$ cat src/verilog/isaPkg.sv
// MIPS instruction encoding
`default_nettype none

package isaPkg;

    // ------------------------------------------------------------------
    // Field widths
    // ------------------------------------------------------------------
    localparam int WORD_W     = 32;
    localparam int REG_ADDR_W = 5;
    localparam int OPCODE_W   = 6;
    localparam int FUNC_W     = 6;
    localparam int SHAMT_W    = 5;
    localparam int IMM_W      = 16;
    localparam int TARGET_W   = 26;
    localparam int NUM_REGS   = 32;

    typedef logic [WORD_W-1:0]     wordT;
    typedef logic [REG_ADDR_W-1:0] regAddrT;
    typedef logic [OPCODE_W-1:0]   opcodeT;
    typedef logic [FUNC_W-1:0]     funcT;
    typedef logic [SHAMT_W-1:0]    shamtT;

    // ------------------------------------------------------------------
    // Opcodes
    // ------------------------------------------------------------------
    localparam opcodeT OP_RTYPE = 6'd0;
    localparam opcodeT OP_J     = 6'd2;
    localparam opcodeT OP_JAL   = 6'd3;
    localparam opcodeT OP_BEQ   = 6'd4;
    localparam opcodeT OP_BNE   = 6'd5;
    localparam opcodeT OP_ADDI  = 6'd8;
    localparam opcodeT OP_ADDIU = 6'd9;
    localparam opcodeT OP_SLTI  = 6'd10;
    localparam opcodeT OP_ANDI  = 6'd12;
    localparam opcodeT OP_ORI   = 6'd13;
    localparam opcodeT OP_XORI  = 6'd14;
    localparam opcodeT OP_LUI   = 6'd15;
    localparam opcodeT OP_LW    = 6'd35;
    localparam opcodeT OP_SW    = 6'd43;

    // R-type function codes
    localparam funcT FN_SLL  = 6'd0;
    localparam funcT FN_SRL  = 6'd2;
    localparam funcT FN_SRA  = 6'd3;
    localparam funcT FN_JR   = 6'd8;
    localparam funcT FN_ADD  = 6'd32;
    localparam funcT FN_ADDU = 6'd33;
    localparam funcT FN_SUB  = 6'd34;
    localparam funcT FN_SUBU = 6'd35;
    localparam funcT FN_AND  = 6'd36;
    localparam funcT FN_OR   = 6'd37;
    localparam funcT FN_XOR  = 6'd38;
    localparam funcT FN_NOR  = 6'd39;
    localparam funcT FN_SLT  = 6'd42;

    // Return address register
    localparam regAddrT RA_ADDR = 5'd31;

endpackage

`default_nettype wire

$ cat src/verilog/pipePkg.sv
// Pipeline control bundles
`default_nettype none

package pipePkg;

    import isaPkg::*;

    // ------------------------------------------------------------------
    // Execute and memory operation codes
    // ------------------------------------------------------------------
    typedef logic [3:0] aluOpT;
    typedef logic [2:0] memFuncT;
    typedef logic [1:0] immSelT;
    typedef logic [1:0] dstSelT;

    localparam aluOpT ALU_ADD  = 4'd0;
    localparam aluOpT ALU_ADDU = 4'd1;
    localparam aluOpT ALU_SUB  = 4'd2;
    localparam aluOpT ALU_SUBU = 4'd3;
    localparam aluOpT ALU_AND  = 4'd4;
    localparam aluOpT ALU_OR   = 4'd5;
    localparam aluOpT ALU_XOR  = 4'd6;
    localparam aluOpT ALU_NOR  = 4'd7;
    localparam aluOpT ALU_SLT  = 4'd8;
    localparam aluOpT ALU_SLL  = 4'd9;
    localparam aluOpT ALU_SRL  = 4'd10;
    localparam aluOpT ALU_SRA  = 4'd11;

    localparam memFuncT MEM_NONE = 3'd0;
    localparam memFuncT MEM_WORD = 3'd2;

    localparam immSelT IMM_SIGN  = 2'd0;
    localparam immSelT IMM_ZERO  = 2'd1;
    localparam immSelT IMM_UPPER = 2'd2;
    localparam immSelT IMM_JUMP  = 2'd3;

    localparam dstSelT DST_RT = 2'd0;
    localparam dstSelT DST_RD = 2'd1;
    localparam dstSelT DST_RA = 2'd2;

    // ------------------------------------------------------------------
    // Stage bundles
    // ------------------------------------------------------------------
    typedef struct packed {
        logic       branch;
        logic       jump;
        logic       regJump;
        logic       memRead;
        logic       memWrite;
        logic       memToReg;
        logic       aluSrc;
        logic       regWrite;
        logic       illegal;
        aluOpT      aluOp;
        memFuncT    memFunc;
        logic [2:0] brCode;
    } ctrlT;

    typedef struct packed {
        ctrlT             ctrl;
        regAddrT          rsAddr;
        regAddrT          rtAddr;
        regAddrT          destAddr;
        shamtT            shamt;
        wordT             rsData;
        wordT             rtData;
        wordT             imm;
        logic [IMM_W-1:0] offset;
    } decodedT;

endpackage

`default_nettype wire

$ cat src/verilog/instrLatch.sv
// Fetch to decode latch
`timescale 1ns/1ps
`default_nettype none

module instrLatch
    import isaPkg::*;
(
    input  wire  Clock,
    input  wire  arstN,
    input  wordT instr,
    input  wire  instrValid,
    output wordT idInstr,
    output logic idValid
);

    // Captures every edge, the strobe marks real instructions
    always_ff @(posedge Clock or negedge arstN) begin
        if (!arstN) begin
            idInstr <= '0;
            idValid <= 1'b0;
        end else begin
            idInstr <= instr;
            idValid <= instrValid;
        end
    end

endmodule

`default_nettype wire

$ cat src/verilog/ctrlDecoder.sv
// Opcode and function decoder
`timescale 1ns/1ps
`default_nettype none

module ctrlDecoder
    import isaPkg::*;
    import pipePkg::*;
(
    input  opcodeT opcode,
    input  funcT   func,
    input  wire    linkBit,
    output ctrlT   ctrl,
    output immSelT immSel,
    output dstSelT dstSel
);

    always_comb begin
        // Everything off unless the code is recognised
        ctrl   = '0;
        immSel = IMM_SIGN;
        dstSel = DST_RT;

        case (opcode)
            OP_RTYPE: begin
                dstSel        = DST_RD;
                ctrl.regWrite = 1'b1;
                case (func)
                    FN_ADD:  ctrl.aluOp = ALU_ADD;
                    FN_ADDU: ctrl.aluOp = ALU_ADDU;
                    FN_SUB:  ctrl.aluOp = ALU_SUB;
                    FN_SUBU: ctrl.aluOp = ALU_SUBU;
                    FN_AND:  ctrl.aluOp = ALU_AND;
                    FN_OR:   ctrl.aluOp = ALU_OR;
                    FN_XOR:  ctrl.aluOp = ALU_XOR;
                    FN_NOR:  ctrl.aluOp = ALU_NOR;
                    FN_SLT:  ctrl.aluOp = ALU_SLT;
                    FN_SLL:  ctrl.aluOp = ALU_SLL;
                    FN_SRL:  ctrl.aluOp = ALU_SRL;
                    FN_SRA:  ctrl.aluOp = ALU_SRA;
                    FN_JR: begin
                        ctrl.regWrite = 1'b0;
                        ctrl.regJump  = 1'b1;
                    end
                    default: begin
                        ctrl.regWrite = 1'b0;
                        ctrl.illegal  = 1'b1;
                    end
                endcase
            end

            // ----------------------------------------------------------------
            // Immediate arithmetic
            // ----------------------------------------------------------------
            OP_ADDI, OP_ADDIU, OP_SLTI: begin
                ctrl.aluSrc   = 1'b1;
                ctrl.regWrite = 1'b1;
                ctrl.aluOp    = (opcode == OP_ADDI)  ? ALU_ADD  :
                                (opcode == OP_ADDIU) ? ALU_ADDU : ALU_SLT;
            end
            OP_ANDI, OP_ORI, OP_XORI: begin
                immSel        = IMM_ZERO;
                ctrl.aluSrc   = 1'b1;
                ctrl.regWrite = 1'b1;
                ctrl.aluOp    = (opcode == OP_ANDI) ? ALU_AND :
                                (opcode == OP_ORI)  ? ALU_OR  : ALU_XOR;
            end
            OP_LUI: begin
                // rs is zero here, so the sum is the shifted immediate
                immSel        = IMM_UPPER;
                ctrl.aluSrc   = 1'b1;
                ctrl.regWrite = 1'b1;
                ctrl.aluOp    = ALU_ADDU;
            end

            // Word loads and stores
            OP_LW: begin
                ctrl.aluSrc   = 1'b1;
                ctrl.memRead  = 1'b1;
                ctrl.memToReg = 1'b1;
                ctrl.regWrite = 1'b1;
                ctrl.memFunc  = MEM_WORD;
            end
            OP_SW: begin
                ctrl.aluSrc   = 1'b1;
                ctrl.memWrite = 1'b1;
                ctrl.memFunc  = MEM_WORD;
            end

            OP_BEQ, OP_BNE: begin
                ctrl.branch = 1'b1;
                ctrl.aluOp  = ALU_SUB;
                ctrl.brCode = opcode[2:0];
                if (linkBit) begin
                    dstSel = DST_RA;
                end
            end

            OP_J: begin
                immSel    = IMM_JUMP;
                ctrl.jump = 1'b1;
            end
            OP_JAL: begin
                immSel        = IMM_JUMP;
                dstSel        = DST_RA;
                ctrl.jump     = 1'b1;
                ctrl.regWrite = 1'b1;
            end

            default: begin
                ctrl.illegal = 1'b1;
            end
        endcase
    end

endmodule

`default_nettype wire

$ cat src/verilog/regFile.sv
// General purpose register file
`timescale 1ns/1ps
`default_nettype none

module regFile
    import isaPkg::*;
(
    input  wire     Clock,
    input  wire     arstN,
    input  wire     wbEn,
    input  regAddrT wbAddr,
    input  wordT    wbData,
    input  regAddrT rsAddr,
    input  regAddrT rtAddr,
    output wordT    rsData,
    output wordT    rtData
);

    wordT regs [NUM_REGS];

    // Register 0 is never written and stays zero
    always_ff @(posedge Clock or negedge arstN) begin
        if (!arstN) begin
            for (int i = 0; i < NUM_REGS; i++) begin
                regs[i] <= '0;
            end
        end else if (wbEn && (wbAddr != '0)) begin
            regs[wbAddr] <= wbData;
        end
    end

    // Asynchronous reads, no write bypass
    assign rsData = regs[rsAddr];
    assign rtData = regs[rtAddr];

endmodule

`default_nettype wire

$ cat src/verilog/decodeUnit.sv
// Instruction decode unit
`timescale 1ns/1ps
`default_nettype none

module decodeUnit
    import isaPkg::*;
    import pipePkg::*;
(
    input  wire     Clock,
    input  wire     arstN,
    input  wordT    idInstr,
    input  wire     wbEn,
    input  regAddrT wbAddr,
    input  wordT    wbData,
    output decodedT idBundle
);

    regAddrT             rsAddr;
    regAddrT             rtAddr;
    regAddrT             rdAddr;
    logic [IMM_W-1:0]    offset;
    logic [TARGET_W-1:0] target;
    ctrlT                ctrl;
    immSelT              immSel;
    dstSelT              dstSel;
    wordT                rsData;
    wordT                rtData;
    wordT                imm;
    regAddrT             destAddr;

    assign rsAddr = idInstr[25:21];
    assign rtAddr = idInstr[20:16];
    assign rdAddr = idInstr[15:11];
    assign offset = idInstr[15:0];
    assign target = idInstr[25:0];

    ctrlDecoder ctrlDecoder_inst (
        .opcode (idInstr[31:26]),
        .func   (idInstr[5:0]),
        .linkBit(rtAddr[4]),
        .ctrl   (ctrl),
        .immSel (immSel),
        .dstSel (dstSel)
    );

    regFile regFile_inst (
        .Clock (Clock),
        .arstN (arstN),
        .wbEn  (wbEn),
        .wbAddr(wbAddr),
        .wbData(wbData),
        .rsAddr(rsAddr),
        .rtAddr(rtAddr),
        .rsData(rsData),
        .rtData(rtData)
    );

    // ------------------------------------------------------------------
    // Immediate and destination selection
    // ------------------------------------------------------------------
    always_comb begin
        case (immSel)
            IMM_ZERO:  imm = {{(WORD_W-IMM_W){1'b0}}, offset};
            IMM_UPPER: imm = {offset, {(WORD_W-IMM_W){1'b0}}};
            IMM_JUMP:  imm = {{(WORD_W-TARGET_W){1'b0}}, target};
            default:   imm = {{(WORD_W-IMM_W){offset[IMM_W-1]}}, offset};
        endcase

        case (dstSel)
            DST_RD:  destAddr = rdAddr;
            DST_RA:  destAddr = RA_ADDR;
            default: destAddr = rtAddr;
        endcase
    end

    always_comb begin
        idBundle.ctrl     = ctrl;
        idBundle.rsAddr   = rsAddr;
        idBundle.rtAddr   = rtAddr;
        idBundle.destAddr = destAddr;
        idBundle.shamt    = idInstr[10:6];
        idBundle.rsData   = rsData;
        idBundle.rtData   = rtData;
        idBundle.imm      = imm;
        idBundle.offset   = offset;
    end

endmodule

`default_nettype wire

$ cat src/verilog/idExReg.sv
// Decode to execute register
`timescale 1ns/1ps
`default_nettype none

module idExReg
    import pipePkg::*;
(
    input  wire     Clock,
    input  wire     arstN,
    input  decodedT idBundle,
    input  wire     idValid,
    output decodedT exBundle,
    output logic    exValid
);

    decodedT gatedBundle;

    // A bubble keeps its data but loses every control bit
    always_comb begin
        gatedBundle = idBundle;
        if (!idValid) begin
            gatedBundle.ctrl = '0;
        end
    end

    always_ff @(posedge Clock or negedge arstN) begin
        if (!arstN) begin
            exBundle <= '0;
            exValid  <= 1'b0;
        end else begin
            exBundle <= gatedBundle;
            exValid  <= idValid;
        end
    end

endmodule

`default_nettype wire

$ cat src/verilog/decodeTop.sv
// Decode stage top level
`timescale 1ns/1ps
`default_nettype none

module decodeTop
    import isaPkg::*;
    import pipePkg::*;
(
    input  wire     Clock,
    input  wire     arstN,
    input  wordT    instr,
    input  wire     instrValid,
    input  wire     wbEn,
    input  regAddrT wbAddr,
    input  wordT    wbData,
    output logic    exValid,
    output decodedT exBundle
);

    wordT    idInstr;
    logic    idValid;
    decodedT idBundle;

    instrLatch instrLatch_inst (
        .Clock     (Clock),
        .arstN     (arstN),
        .instr     (instr),
        .instrValid(instrValid),
        .idInstr   (idInstr),
        .idValid   (idValid)
    );

    decodeUnit decodeUnit_inst (
        .Clock   (Clock),
        .arstN   (arstN),
        .idInstr (idInstr),
        .wbEn    (wbEn),
        .wbAddr  (wbAddr),
        .wbData  (wbData),
        .idBundle(idBundle)
    );

    idExReg idExReg_inst (
        .Clock   (Clock),
        .arstN   (arstN),
        .idBundle(idBundle),
        .idValid (idValid),
        .exBundle(exBundle),
        .exValid (exValid)
    );

endmodule

`default_nettype wire

$ cat config.mk
export PLATFORM = sky130hd
export DESIGN_NAME = decodeTop
export DESIGN_NICKNAME = d
export VERILOG_FILES = /design/src/verilog/isaPkg.sv /design/src/verilog/pipePkg.sv /design/src/verilog/instrLatch.sv /design/src/verilog/ctrlDecoder.sv /design/src/verilog/regFile.sv /design/src/verilog/decodeUnit.sv /design/src/verilog/idExReg.sv /design/src/verilog/decodeTop.sv
export SDC_FILE = /design/constraint.sdc
export NUM_CORES = 2
export LEC_CHECK = 0
export BUFFER_PORTS_ARGS = -buffer_cell sky130_fd_sc_hd__buf_4
export CAP_MARGIN = 30
export CORE_ASPECT_RATIO = 1.4
export CORE_MARGIN = 2
export CORE_UTILIZATION = 40
export DETAILED_ROUTE_END_ITERATION = 12
export GPL_ROUTABILITY_DRIVEN = 0
export PLACE_DENSITY = 0.59
export SLEW_MARGIN = 20
export SYNTH_ARGS = -nofsm -noshare
export SYNTH_HDL_FRONTEND = slang
export SYNTH_SLANG_ARGS = --single-unit
export TNS_END_PERCENT = 1
$ cat constraint.sdc
create_clock -name Clock -period 2.3 [get_ports Clock]
set_input_delay 0.46 -clock Clock [delete_from_list [all_inputs] [get_ports Clock]]
set_output_delay 0.46 -clock Clock [all_outputs]
set_load 0.02 [all_outputs]
==> impl_metrics.json <==
{
  "grt_max_degree": 76,
  "p_leak_nw": 33.80,
  "dr.pass1.iters": 6,
  "drt-total-wl_mm": 204.5,
  "worst_slew_pin_slew_ns": 0.7707,
  "fin_util_pct": 47.41,
  "final_antenna_net_count": 0,
  "cts_max_path_buffers": 3,
  "synthCells": 4931,
  "grt-busiest-layer": "met2",
  "cp_data_arrival_time_ns": 2.84,
  "area_delta_synth_final_pct": 18.02,
  "grt_pass1_vias": 44400,
  "grt_util_met2_pct": 43.63,
  "ys.flop_type": "dfrtp_1",
  "wl_per_cell_um": 28.35,
  "crit_chain": "nor2b_4, buf_12, buf_4, a22o_1, nor3_1, a31oi_1, nand3_1",
  "core_area_sq_um": 151000,
  "antenna_found_initial": 6,
  "routed-via-count": 42900,
  "dpl-instance-area_sq_um": 67130,
  "io_buffers": 222,
  "placementRows": 169,
  "fin_area_sq_um": 71580,
  "yosys.area.top_type_share_pct": 49.55,
  "die_area_sq_um": 154800,
  "ys_seq_area_share_pct": 49.55,
  "startpoint_type": "flop",
  "cts_sinks": 1201,
  "yosys_register_bits": 1201,
  "grt_setup_unrepaired": "false",
  "track_usage_pct": 26.14,
  "met1_usage_pct": 34.48,
  "synth.area.top_cells": "dfrtp_1 (50%), mux2_2 (18%), mux2i_1 (17%)",
  "cts_tree": "built",
  "fmax_ghz": 0.4492,
  "drt_iter0_drc": 3506,
  "synth_xor_xnor_area_share_pct": 0,
  "synth_edf_count": 0,
  "drcViolationCount": 0,
  "cp_slowest_cell": "dfrtp_1",
  "path_class": "flop to flop",
  "grt_use_met3_pct": 3.132,
  "worstPathRequired_ns": 2.91,
  "drv_cap": 0,
  "slew_headroom_pct": 48.22,
  "syn_avg_cell_area_sq_um": 12.30,
  "synth_compound_area_share_pct": 6.974,
  "powerDensity_nw_per_um2": 830.7,
  "drv_slew": 0,
  "grt_pass1_wl_mm": 303.4,
  "clk_latency_ns": 0.79,
  "h-tree-depth": 3,
  "place_ws_ns": 0.01715,
  "place_hpwl_mm": 129.4,
  "ir_worst_vdd_mv": 0.6351,
  "drive_above_1_share_pct": 34.12,
  "slowest_delay_ns": 0.54,
  "setup_slack_ns": 0.07396,
  "globalRoute.totalOverflow": 0,
  "cts_buffers": 119,
  "chipWidth_um": 333.1,
  "clk_pin_slew_ns": 0.07,
  "synth-simple-area-share_pct": 4.522,
  "layout_commonest_cell": "dfrtp_1",
  "status": "finished clean",
  "mostFrequentLayoutCells": "dfrtp_1 (1197), mux2i_1 (1024), mux2_2 (985)",
  "finalSetupViolations": 0,
  "synth_cell_types": 45,
  "min_period_over_period_pct": 96.78,
  "hold_viol": 0,
  "fp.dieH_um": 464.8,
  "hold_path_class": "input port to flop",
  "num_io_pins": 225,
  "netlist_area_sq_um": 60650,
  "synth_fa_ha_area_share_pct": 0.05776,
  "synthMuxAreaShare_pct": 35.33,
  "start_util_pct": 40.17,
  "ys_warn_count": 0,
  "synthArstFlopShare_pct": 100.0,
  "period_minus_slack_ns": 2.226,
  "setup.worst_path.end_class": "flop",
  "crit_fanout": 32,
  "root_buffer": "clkbuf_16",
  "synth_top_family_by_area": "multiplexers",
  "fin_nets": 5222,
  "vias_per_cell": 5.949,
  "finalClockSkew_ns": 0.04555,
  "synth_area_leader_cell": "dfrtp_1"
}
==> layout make-up <==
cell class              count  area, sq um
multi-input cells        3231        28720
fillers                 13610        79390
clock inverters            47        619.3
flip-flops and latches   1201        30060
inverters                   6        22.52
repair buffers            588         6276
diodes                      3        7.507
clock buffers             170         3420
well taps                1966         2460
==> through the flow <==
stage	setup TNS, ns	power [mW]	hold slack, ns	std cells
finish	0	59.47	0.1701	7212
global route	0	62.17	0.2031	7210
CTS	0	59.86	0.1371	7206
detailed placement	0	39.22	0.3855	6955
global placement	-0.01434	38.86	0.3849	6955
floorplan	0	34.87	0.1644	4933
==> layer usage <==
layer	wire, um	vias up
met5	65	-
met2	98690	1333
met3	9691	419
met4	8331	8
li1	-	18480
met1	87710	22660
==> state kept, by name (all words and copies together) (netlist names) <==
register	count
instrLatch_inst.idValid	1
decodeUnit_inst.regFile_inst.regs	1024
idExReg_inst.exBundle	143
idExReg_inst.exValid	1
instrLatch_inst.idInstr	32
==> path summary, 6_finish.rpt <==
path | start | end | slack [ns] | cells after the start
hold reg to reg | decodeUnit_inst.regFile_inst.regs[1019] | decodeUnit_inst.regFile_inst.regs[1019] | 0.40 | 0
hold / removal | wbData[13] | decodeUnit_inst.regFile_inst.regs[685] | 0.17 | 2
min in group asynchronous | arstN | decodeUnit_inst.regFile_inst.regs[641] | 0.21 | 2
setup / recovery | instrLatch_inst.idInstr[17] | idExReg_inst.exBundle[50] | 0.07 | 7
setup reg to reg | instrLatch_inst.idInstr[17] | idExReg_inst.exBundle[50] | 0.07 | 7
max in group asynchronous | arstN | decodeUnit_inst.regFile_inst.regs[25] | 1.15 | 4
==> critical path: cells and delay by family, from the launching register on <==
kind            cells  cell delay (ns)
compound gates      2             0.36
buf+inv             2             0.54
flops               1             0.54
simple gates        3             0.57
==> Yosys cell counts, types with 8 or more instances <==
cell type and count:
buf_2 179, nand2b_1 12, nand3_1 200, nand2_1 224, a21oi_1 203, mux2i_1 1024, dfrtp_1 1201, o21ai_0 9
a22oi_1 192, buf_1 49, buf_4 14, a221o_1 10, a31oi_1 66, clkbuf_1 253, mux2_1 8, a22o_1 128
nor2_1 26, nor3_1 74, mux2_2 985, nor2b_1 27
==> repair_timing <==
action	4_1_cts	5_1_grt
hold buffers	34	0
cloned	0	0
buffers inserted	0	3
endpoints found under the setup margin	4	3
resized for setup	2	1
endpoints found under the hold margin	385	0
==> cell families (layout without fill, tap and decap cells) <==
family,after synthesis,in the layout
mux,2017,2017
simple gates,588,588
buf+inv,501,811
compound gates,620,620
other cells,1,6
flops,1201,1201
fa+ha+maj,3,3
==> power by group <==
part | internal, mW | total [mW] | leakage, nW | switching [mW]
Clock | 11.7 | 20.5 | 1.99 | 8.84
Combinational | 5.91 | 11.2 | 16.5 | 5.28
Sequential | 24.8 | 27.8 | 15.3 | 2.95
Total | 42.4 | 59.5 | 33.8 | 17.1
No activity file was read; power rests on OpenSTA's default activity.
